[config.mk]
export PLATFORM = sky130hd
export DESIGN_NAME = exu_top
export DESIGN_NICKNAME = d
export VERILOG_FILES = /design/src/hw/alu_pkg.sv /design/src/hw/exu_pkg.sv /design/src/hw/exu_req_if.sv /design/src/hw/alu.sv /design/src/hw/exu_issue_buf.sv /design/src/hw/exu_retire.sv /design/src/hw/exu_top.sv
export VERILOG_INCLUDE_DIRS = /design/src /design/src/hw
export SDC_FILE = /design/constraint.sdc
export NUM_CORES = 2
export LEC_CHECK = 0
export BUFFER_PORTS_ARGS = -buffer_cell sky130_fd_sc_hd__buf_2
export CAP_MARGIN = 25
export CORE_MARGIN = 2
export CORE_UTILIZATION = 45
export DETAILED_ROUTE_END_ITERATION = 8
export GPL_TIMING_DRIVEN = 0
export PLACE_DENSITY = 0.6
export SLEW_MARGIN = 30
export SYNTH_ARGS = -nofsm -noshare
export SYNTH_HDL_FRONTEND = slang
export SYNTH_SLANG_ARGS = --single-unit
[constraint.sdc]
create_clock -name i_clk -period 16.4 [get_ports i_clk]
set_input_delay 3.28 -clock i_clk [delete_from_list [all_inputs] [get_ports i_clk]]
set_output_delay 3.28 -clock i_clk [all_outputs]
set_load 0.05 [all_outputs]
[src/hw/exu_settings.svh]
`ifndef EXU_SETTINGS_SVH
`define EXU_SETTINGS_SVH

/////////////////////////////////////////
// Datapath widths
/////////////////////////////////////////

// Data and pc width
`define EXU_XLEN 64

// Word-aligned target, pc without its two low bits
`define EXU_TGTW 62

`define EXU_SHAMTW 7  // Shift amount bits taken from opb

`endif

[src/hw/alu_pkg.sv]
package alu_pkg;

   // Operation encoding
   typedef enum logic [4:0] {
      ALU_LUI   = 5'd0,
      ALU_AUIPC = 5'd1,
      ALU_JAL   = 5'd2,
      ALU_JALR  = 5'd3,
      ALU_ADD   = 5'd4,
      ALU_SUB   = 5'd5,
      ALU_AND   = 5'd6,
      ALU_OR    = 5'd7,
      ALU_XOR   = 5'd8,
      ALU_SLL   = 5'd9,
      ALU_SRL   = 5'd10,
      ALU_SLT   = 5'd11,
      ALU_SLTU  = 5'd12,
      ALU_BEQ   = 5'd13,  // Conditional branches
      ALU_BNE   = 5'd14,
      ALU_BLT   = 5'd15,
      ALU_BGE   = 5'd16,
      ALU_BLTU  = 5'd17,
      ALU_BGEU  = 5'd18
   } alu_op_e;

   // Conditional branch, compared against rop2
   function automatic logic alu_is_branch(input alu_op_e op);
      case (op)
         ALU_BEQ, ALU_BNE, ALU_BLT, ALU_BGE, ALU_BLTU, ALU_BGEU: return 1'b1;
         default: return 1'b0;
      endcase
   endfunction

   // Unconditional, always flushes
   function automatic logic alu_is_jump(input alu_op_e op);
      return (op == ALU_JAL) || (op == ALU_JALR);
   endfunction

endpackage

[src/hw/exu_pkg.sv]
`include "exu_settings.svh"

package exu_pkg;

   /////////////////////////////////////////
   // Stage payloads
   /////////////////////////////////////////

   typedef struct packed {
      alu_pkg::alu_op_e      op;
      logic [`EXU_XLEN-1:0]  pc;
      logic [`EXU_XLEN-1:0]  opa;
      logic [`EXU_XLEN-1:0]  opb;
      logic [`EXU_XLEN-1:0]  rop2;   // Second register, branch compare
      logic                  epoch;  // Front end epoch tag
   } exu_req_t;

   typedef struct packed {
      logic [`EXU_XLEN-1:0]  data;
      logic                  flush;   // Taken branch or jump
      logic [`EXU_TGTW-1:0]  pc_tgt;  // Word address
   } exu_res_t;

endpackage

[src/hw/exu_req_if.sv]
`timescale 1ns/1ns
`include "exu_settings.svh"

interface exu_req_if;
   import alu_pkg::*;

   logic                  valid;
   logic                  ready;
   alu_op_e               op;
   logic [`EXU_XLEN-1:0]  pc;
   logic [`EXU_XLEN-1:0]  opa;
   logic [`EXU_XLEN-1:0]  opb;
   logic [`EXU_XLEN-1:0]  rop2;
   logic                  epoch;

   // Buffer side
   modport src (
      output valid, op, pc, opa, opb, rop2, epoch,
      input  ready
   );

   // Retire side
   modport dst (
      input  valid, op, pc, opa, opb, rop2, epoch,
      output ready
   );

endinterface

[src/hw/alu.sv]
`timescale 1ns/1ns
`include "exu_settings.svh"

module alu (
   input  alu_pkg::alu_op_e      i_op,
   input  logic [`EXU_XLEN-1:0]  i_pc,
   input  logic [`EXU_XLEN-1:0]  i_opa,
   input  logic [`EXU_XLEN-1:0]  i_opb,
   input  logic [`EXU_XLEN-1:0]  i_rop2,
   output exu_pkg::exu_res_t     o_res
);
   import alu_pkg::*;

   logic [`EXU_XLEN-1:0] out_lui, out_auipc, out_jal;
   logic [`EXU_XLEN-1:0] out_add, out_sub, out_and, out_or, out_xor;
   logic [`EXU_XLEN-1:0] out_sll, out_srl;
   logic [`EXU_XLEN-1:0] out_slt, out_sltu;
   logic                 bcc;

   assign out_lui   = i_opb;
   assign out_auipc = i_pc + i_opb;

   // Arithmetic
   assign out_add = i_opa + i_opb;
   assign out_sub = i_opa - i_opb;

   // Logic
   assign out_and = i_opa & i_opb;
   assign out_or  = i_opa | i_opb;
   assign out_xor = i_opa ^ i_opb;

   // 7-bit amount, 64 and up shifts everything out
   assign out_sll = i_opa << i_opb[`EXU_SHAMTW-1:0];
   assign out_srl = i_opa >> i_opb[`EXU_SHAMTW-1:0];

   assign out_jal = {i_pc[`EXU_XLEN-1:2] + 1'b1, 2'b00};  // Link address

   // Compare
   assign out_slt  = ($signed(i_opa) < $signed(i_opb)) ? `EXU_XLEN'(1) : '0;
   assign out_sltu = (i_opa < i_opb) ? `EXU_XLEN'(1) : '0;

   /////////////////////////////////////////
   // Result select
   /////////////////////////////////////////

   always_comb begin
      case (i_op)
         ALU_LUI:            o_res.data = out_lui;
         ALU_AUIPC:          o_res.data = out_auipc;
         ALU_JAL, ALU_JALR:  o_res.data = out_jal;
         ALU_ADD:            o_res.data = out_add;
         ALU_SUB:            o_res.data = out_sub;
         ALU_AND:            o_res.data = out_and;
         ALU_OR:             o_res.data = out_or;
         ALU_XOR:            o_res.data = out_xor;
         ALU_SLL:            o_res.data = out_sll;
         ALU_SRL:            o_res.data = out_srl;
         ALU_SLT:            o_res.data = out_slt;
         ALU_SLTU:           o_res.data = out_sltu;
         default:            o_res.data = '0;  // Branches give zero
      endcase
   end

   /////////////////////////////////////////
   // Branch resolve
   /////////////////////////////////////////

   always_comb begin
      case (i_op)
         ALU_BEQ:  bcc = (i_opa == i_rop2);
         ALU_BNE:  bcc = (i_opa != i_rop2);
         ALU_BLT:  bcc = ($signed(i_opa) < $signed(i_rop2));
         ALU_BGE:  bcc = ($signed(i_opa) >= $signed(i_rop2));
         ALU_BLTU: bcc = (i_opa < i_rop2);
         ALU_BGEU: bcc = (i_opa >= i_rop2);
         default:  bcc = 1'b0;
      endcase
   end

   assign o_res.flush = alu_is_jump(i_op) | (alu_is_branch(i_op) & bcc);

   // Target in word units
   always_comb begin
      if ((i_op == ALU_JAL) || bcc) begin
         o_res.pc_tgt = i_pc[`EXU_XLEN-1:2] + i_opb[`EXU_XLEN-1:2];
      end else if (i_op == ALU_JALR) begin
         o_res.pc_tgt = i_opa[`EXU_XLEN-1:2] + i_opb[`EXU_XLEN-1:2];
      end else begin
         o_res.pc_tgt = '0;
      end
   end

endmodule

[src/hw/exu_issue_buf.sv]
`timescale 1ns/1ns
`include "exu_settings.svh"

module exu_issue_buf (
   input  logic               i_clk,
   input  logic               i_rst_n,
   input  logic               i_req_valid,
   output logic               o_req_ready,
   input  exu_pkg::exu_req_t  i_req,
   exu_req_if.src             o_out
);
   import exu_pkg::*;

   typedef enum logic [1:0] {
      BUF_EMPTY = 2'd0,
      BUF_ONE   = 2'd1,
      BUF_TWO   = 2'd2
   } buf_state_e;

   buf_state_e state;
   exu_req_t   ent0;  // Oldest, shown downstream
   exu_req_t   ent1;
   logic       push;
   logic       pop;

   // Ready comes from state only
   assign o_req_ready = (state != BUF_TWO);
   assign push        = i_req_valid & o_req_ready;
   assign pop         = o_out.valid & o_out.ready;

   /////////////////////////////////////////
   // Occupancy
   /////////////////////////////////////////

   always_ff @(posedge i_clk) begin
      if (!i_rst_n) begin
         state <= BUF_EMPTY;
      end else begin
         case (state)
            BUF_EMPTY: if (push) state <= BUF_ONE;
            BUF_ONE:   if (push && !pop) state <= BUF_TWO;
                       else if (!push && pop) state <= BUF_EMPTY;
            BUF_TWO:   if (pop) state <= BUF_ONE;
            default:   state <= BUF_EMPTY;
         endcase
      end
   end

   // Entry payloads
   always_ff @(posedge i_clk) begin
      if ((state == BUF_EMPTY) || (state == BUF_ONE && pop)) begin
         if (push) ent0 <= i_req;
      end else if (state == BUF_ONE) begin
         if (push) ent1 <= i_req;
      end else if (pop) begin
         ent0 <= ent1;  // Shift up
      end
   end

   assign o_out.valid = (state != BUF_EMPTY);
   assign o_out.op    = ent0.op;
   assign o_out.pc    = ent0.pc;
   assign o_out.opa   = ent0.opa;
   assign o_out.opb   = ent0.opb;
   assign o_out.rop2  = ent0.rop2;
   assign o_out.epoch = ent0.epoch;

endmodule

[src/hw/exu_retire.sv]
`timescale 1ns/1ns
`include "exu_settings.svh"

module exu_retire (
   input  logic               i_clk,
   input  logic               i_rst_n,
   exu_req_if.dst             i_in,
   input  exu_pkg::exu_res_t  i_alu_res,
   output logic               o_res_valid,
   input  logic               i_res_ready,
   output exu_pkg::exu_res_t  o_res,
   output logic               o_epoch
);

   logic take;
   logic stale;
   logic load;

   /////////////////////////////////////////
   // Accept and squash
   /////////////////////////////////////////

   // Free when empty or draining this cycle
   assign i_in.ready = ~o_res_valid | i_res_ready;

   assign take  = i_in.valid & i_in.ready;
   assign stale = (i_in.epoch != o_epoch);  // Wrong path fetch
   assign load  = take & ~stale;

   /////////////////////////////////////////
   // Result register and epoch
   /////////////////////////////////////////

   always_ff @(posedge i_clk) begin
      if (!i_rst_n) begin
         o_res_valid <= 1'b0;
         o_epoch     <= 1'b0;
      end else begin
         if (load) begin
            o_res_valid <= 1'b1;
         end else if (i_res_ready) begin
            o_res_valid <= 1'b0;
         end

         // Flip at the edge the flushing result lands
         if (load && i_alu_res.flush) begin
            o_epoch <= ~o_epoch;
         end
      end
   end

   // Payload held while stalled
   always_ff @(posedge i_clk) begin
      if (load) begin
         o_res <= i_alu_res;
      end
   end

endmodule

[src/hw/exu_top.sv]
`timescale 1ns/1ns
`include "exu_settings.svh"

module exu_top (
   input  logic                  i_clk,
   input  logic                  i_rst_n,
   // Request port
   input  logic                  i_req_valid,
   output logic                  o_req_ready,
   input  alu_pkg::alu_op_e      i_req_op,
   input  logic [`EXU_XLEN-1:0]  i_req_pc,
   input  logic [`EXU_XLEN-1:0]  i_req_opa,
   input  logic [`EXU_XLEN-1:0]  i_req_opb,
   input  logic [`EXU_XLEN-1:0]  i_req_rop2,
   input  logic                  i_req_epoch,
   // Result port
   output logic                  o_res_valid,
   input  logic                  i_res_ready,
   output logic [`EXU_XLEN-1:0]  o_res_data,
   output logic                  o_res_flush,
   output logic [`EXU_TGTW-1:0]  o_res_pc_tgt,
   output logic                  o_epoch
);
   import exu_pkg::*;

   exu_req_t req;
   exu_res_t alu_res;
   exu_res_t res;

   exu_req_if req_if ();

   assign req = '{op: i_req_op, pc: i_req_pc, opa: i_req_opa, opb: i_req_opb,
                  rop2: i_req_rop2, epoch: i_req_epoch};

   exu_issue_buf u_issue_buf (
      .i_clk       (i_clk),
      .i_rst_n     (i_rst_n),
      .i_req_valid (i_req_valid),
      .o_req_ready (o_req_ready),
      .i_req       (req),
      .o_out       (req_if.src)
   );

   // Evaluates whatever the buffer head shows
   alu u_alu (
      .i_op   (req_if.op),
      .i_pc   (req_if.pc),
      .i_opa  (req_if.opa),
      .i_opb  (req_if.opb),
      .i_rop2 (req_if.rop2),
      .o_res  (alu_res)
   );

   exu_retire u_retire (
      .i_clk       (i_clk),
      .i_rst_n     (i_rst_n),
      .i_in        (req_if.dst),
      .i_alu_res   (alu_res),
      .o_res_valid (o_res_valid),
      .i_res_ready (i_res_ready),
      .o_res       (res),
      .o_epoch     (o_epoch)
   );

   assign o_res_data   = res.data;
   assign o_res_flush  = res.flush;
   assign o_res_pc_tgt = res.pc_tgt;

endmodule

=== Word-level counts from Yosys, hierarchy flattened ===
Cells that the tools add are included.

* Register bits: 655
* Bits of input ports: 266
* Logic and storage cells: 111

* Add/sub/neg operators: 6
* Magnitude comparators: 6
* Eq/ne operators: 29
* Shifts and indexed selects: 2
* Mux-type cells: 18
* Bitwise logic cells: 13
* Reduce and logical (&&, ||, !) cells: 19

{| class="wikitable"
|+ Operators by type and width
! kind !! number
|-
| $mux W262 || 4
|-
| $pmux W64 S12 || 1
|-
| $lt A64 B64 Y1 || 4
|-
| $add A64 B64 Y64 || 2
|-
| $ge A64 B64 Y1 || 2
|-
| $add A62 B62 Y62 || 2
|-
| $mux W62 || 2
|-
| $and A64 B64 Y64 || 1
|-
| $eq A64 B64 Y1 || 1
|-
| $ne A64 B64 Y1 || 1
|-
| $or A64 B64 Y64 || 1
|-
| $shl A64 B7 Y64 || 1
|-
| $shr A64 B7 Y64 || 1
|-
| $sub A64 B64 Y64 || 1
|-
| $xor A64 B64 Y64 || 1
|-
| $add A62 B1 Y62 const B || 1
|-
| $eq A5 B4 Y1 const B || 8
|-
| $eq A5 B3 Y1 const B || 4
|-
| $eq A5 B5 Y1 const B || 3
|-
| $eq A5 B2 Y1 const B || 2
|-
| $reduce_and A3 Y1 || 3
|-
| $mux W2 || 4
|-
| $ne A2 B1 Y1 const B || 3
|-
| $pmux W1 S6 || 1
|-
| other kinds (19) || 39
|}

=== Logic depth before layout (Yosys ltp) ===
* Depth after elaboration: 7
* Depth in mapped cells: 20

=== Cells and area by module ===
Synthesis repeated with hierarchy kept, for this count alone.

* Cells, all modules: 5572
* Area, all modules: 55045.3 um2

{| class="wikitable"
|+ By module, submodules not included
! module !! times used !! cells each !! area each (um2) !! seq. area each (um2)
|-
| alu || 1 || 4602 || 31163.6 || 0.0
|-
| exu_issue_buf || 1 || 833 || 19965.4 || 15775.1
|-
| exu_retire || 1 || 137 || 3916.3 || 3853.7
|}

=== Worst setup path after synthesis ===
OpenSTA, ideal clock, no wires.

* Path type: input to register
* Start point: input port i_res_ready
* End point: register u_issue_buf.ent1[0] (netlist name), enable pin
* Library setup time: 889 ps
* Data arrival time: 14344 ps
* Required time: 15511 ps
* Setup slack: 1166 ps
* Cell stages on the path: 2
* Buffers on the path: 0
* Path through: nand2b_1 -> nor2_1

* Cells in the longest elaborated chain, start to end: 6

{| class="wikitable"
|+ RTL lines
! what !! line !! RTL
|-
| start: declaration || exu_top.sv:18 || <nowiki>input logic i_res_ready,</nowiki>
|-
| $or A1 B1 Y1 || exu_retire.sv:24 || <nowiki>assign i_in.ready = ~o_res_valid | i_res_ready;</nowiki>
|-
| $and A1 B1 Y1 || exu_issue_buf.sv:29 || <nowiki>assign pop = o_out.valid & o_out.ready;</nowiki>
|-
| $logic_and A1 B1 Y1 || exu_issue_buf.sv:51 || <nowiki>if ((state == BUF_EMPTY) || (state == BUF_ONE && pop)) begin</nowiki>
|-
| $logic_or A1 B1 Y1 || exu_issue_buf.sv:51 ||
|-
| $not A1 Y1 (no line) || n/a ||
|-
| $reduce_and A3 Y1 (no line) || n/a ||
|-
| end signal: assignment || exu_issue_buf.sv:54 || <nowiki>if (push) ent1 <= i_req;</nowiki>
|-
| end: declaration || exu_issue_buf.sv:22 || <nowiki>exu_req_t ent1;</nowiki>
|}

No other way between the ends.
A chain may end at the register's enable or synchronous reset.

==> reports/qor.txt <==
Slew headroom - 15.7%
DRT Pass-1 Iters - 8
CP Launch Type - register
R2R setup slack - 8.50 ns
number of post-CTS setup repair buffers - 0
via density per instance - 6.69
Clock Tree Root - clkbuf_16
num ports - 396
Hold Path Class - register to register
clock latency on the worst-skew pair - 0.71 ns
Net Sw Power - 1.97 mW
via count - 51100
reg-to-reg endpoint - u_retire.o_res[121]$_DFFE_PP_
power after layout - 5.41 mW
fin crit share - 48.2%
Row Count - 126
layout filler cell count - 10900
hold violation count in the final report - 0
Seq/Total Area, Yosys - 36.7%
Clock Path Buffers - 3
post-DR wirelength/cell - 34.4 um
area delta synth->final - 13.4%
f_max - 0.127 GHz
LEAKAGE - 23.6 nW
Setup-failing EPs final - 0
Sw Ratio - 36.4%
Clock power frac - 29.8%
top-area cell type share of the netlist area - 36.5%
sequential share of power - 38.1%
DRC - 0
CTS tree - done
layout cell share with drive strength beyond 1 - 18.6%
Syn Nets - 6174
initial antenna violation count - 17
internal power - 3.44 mW
clk_skew - 0.0269 ns
Avg Inst Size Synth - 9.69 sq um
number of synthesized flops with an enable pin - 651
WP data required - 16.84 ns
dpl hpwl - 208 mm
post-route ant nets - 0
CP endpoint kind - register
largest net degree at the start of global routing - 50
Starting Density - 45.4%
CTS Buf Count - 69
status - complete, no violations
Cells after Synth - 5522
WS Path Type - register to register
Most used DFF post-synth - edfxtp_1
first-pass GRT wire length - 361 mm
Final min period - 7.90 ns
final WL - 262 mm
Die ar. - 122000 sq um
Synth cell types - 112
Ys Warns - 0
initial DRC count - 7254
Hold Startpoint - u_issue_buf.ent1[86]$_DFFE_PP_
RR Startpoint - u_issue_buf.o_out.opb[3]$_DFFE_PP_
R2R cell count - 16
RSZ-0062 raised after global routing - no
nets - 6693
post-CTS resize count - 0
Yosys reg bits - 655
Max Cap Viol - 0
Yosys top cell by area - edfxtp_1
Die Ht - 349 um
Sum Neg Setup Slack - 0 ns
worst path arrival time - 8.35 ns
Die X-Extent - 349 um
Post-synth ARST share - 0%
critical path endpoint - u_retire.o_res[121]$_DFFE_PP_
CTS H-tree depth - 3
Area contributors post-synth - edfxtp_1 (37%), ha_1 (8.9%), mux2_2 (5.8%)
Critical Path Start - u_issue_buf.o_out.opb[3]$_DFFE_PP_
CORE AREA - 118000 sq um
fin. max-slew vios - 0
Crit Path Max Fanout - 12
Logic pwr share - 32.1%
Max VDD drop - 0.000107 V
gr ovfl total - 0
post-synthesis cell area - 53500 sq um
All-Layer GR Usage - 41.9%
# hold bufs at CTS - 0
Clock Pin Slew Worst Setup and Hold Paths - 0.06 ns
# port buffers - 395
vias in the first global route - 48300
Worst-Margin Slew - 1.26 ns
gpl congestion - 1.16
PwrDens - 89.2 nW/um^2
CTS sink cnt - 655
==> worst min path at each step <==
stage	to	depth (start not counted)	slack, ns
floorplan	u_issue_buf.o_out.epoch$_DFFE_PP_	1	0.52
detailed placement	u_issue_buf.o_out.pc[17]$_DFFE_PP_	1	0.53
global placement	u_issue_buf.o_out.op[1]$_DFFE_PP_	1	0.53
finish	u_issue_buf.o_out.opb[21]$_DFFE_PP_	1	0.54
global route	u_issue_buf.o_out.opb[21]$_DFFE_PP_	1	0.55
CTS	u_issue_buf.o_out.rop2[44]$_DFFE_PP_	1	0.54
==> worst max-delay path, stage by stage (launching register included) <==
cell and delay, ns:
edfxtp_1 0.63, clkinv_1 0.19, clkbuf_1 0.65, clkbuf_1 0.67, clkbuf_1 0.69, ha_1 0.37
nor2b_2 0.09, o31ai_1 0.36, a211oi_1 0.22, o311ai_1 0.69, nand4b_1 0.55, a21boi_2 0.65
nor4_1 0.11, a211oi_1 0.88, o211ai_1 0.28, xnor2_1 0.20, o211ai_1 0.42
==> synth_stat cells, drive strengths merged (17+ instances only) <==
cell type,count
edfxtp,651
nor2,518
o21ai,420
nand2,414
a21oi,389
ha,382
inv,306
mux2,276
clkbuf,260
xnor2,188
mux4,124
a21o,117
nand3,103
mux2i,98
a221oi,93
nand4,90
buf,88
xor2,87
nor3,73
o22ai,70
o21bai,68
a211oi,50
o211ai,50
nor4,44
nand2b,39
a31oi,37
nor2b,36
o31ai,35
o21a,34
and3,30
o221ai,30
a2111oi,27
a221o,22
or3,22
a22oi,21
and2,19
a22o,18
a211o,17
==> placed cells by master, fill, tap and decap left out, drive strengths merged, types with 70 or more instances in the layout <==
cell,netlist,layout
a21oi,389,389
o21ai,420,420
a221oi,93,93
ha,382,382
nand2,414,414
mux2i,98,98
nor2,518,518
xnor2,188,188
buf,88,536
mux2,276,276
a21o,117,117
xor2,87,87
nand3,103,103
edfxtp,651,651
nor3,73,73
mux4,124,124
inv,306,309
nand4,90,90
o22ai,70,70
clkbuf,260,347
==> through the flow <==
step | instances | setup WS, ns | cell area (sq um) | hold WS, ns | util, %
global route | 7631 | 8.38 | 60700 | 0.550 | 51.5
finish | 7634 | 8.50 | 60700 | 0.538 | 51.5
detailed placement | 7504 | 8.96 | 58400 | 0.532 | 49.5
CTS | 7629 | 8.90 | 60700 | 0.544 | 51.4
floorplan | 5522 | 1.17 | 53500 | 0.525 | -
global placement | 7453 | -4.51 | 57400 | 0.527 | 48.7
==> per-layer routing <==
metal  part of all wire, %  global-route usage [%]
met1                    39                    54.5
met2                    42                    61.3
met3                    11                    11.9
met4                   7.3                    26.3
met5                 0.010                       0
==> power groups by stage <==
| stage | clock [mW] | sequential (mW) | combinational [mW] |
|---|---|---|---|
| global placement | 0 | 2.11 | 1.64 |
| detailed placement | 0 | 2.09 | 1.65 |
| floorplan | 0 | 2.10 | 1.01 |
| finish | 1.61 | 2.06 | 1.74 |
| CTS | 1.64 | 2.05 | 1.66 |
| global route | 1.70 | 2.06 | 1.81 |
==> sequential cells by signal, summed over array words and instances (netlist names) <==
name                     cells
u_issue_buf.o_out.opb       64
u_issue_buf.o_out.epoch      1
u_issue_buf.state            2
u_issue_buf.o_out.pc        64
u_retire.o_res_valid         1
u_issue_buf.o_out.op         5
u_issue_buf.ent1           262
u_retire.o_epoch             1
u_issue_buf.o_out.rop2      64
u_retire.o_res             127
u_issue_buf.o_out.opa       64
==> cell families after synthesis <==
logic type      Yosys count  share of synthesized area, %
mux                     498                          12.9
xor+xnor                275                          4.50
simple gates           1436                          12.2
compound gates         1616                          19.9
fa+ha+maj               386                          9.08
flops                   655                          36.7
buf+inv                 656                          4.78
==> area by class of cell <==
cell class | count | area (sq um) | share of cell area (%)
Timing Repair Buffer | 448 | 2840 | 4.68
Tap cell | 1536 | 1920 | 3.17
Multi-Input combinational cell | 4211 | 31400 | 51.7
Antenna cell | 3 | 7.51 | 0.0124
Clock buffer | 87 | 1820 | 2.99
Sequential cell | 655 | 19600 | 32.3
Buffer | 348 | 1460 | 2.41
Inverter | 308 | 1160 | 1.90
Clock inverter | 38 | 470 | 0.775
No activity file was read; power rests on OpenSTA's default activity.
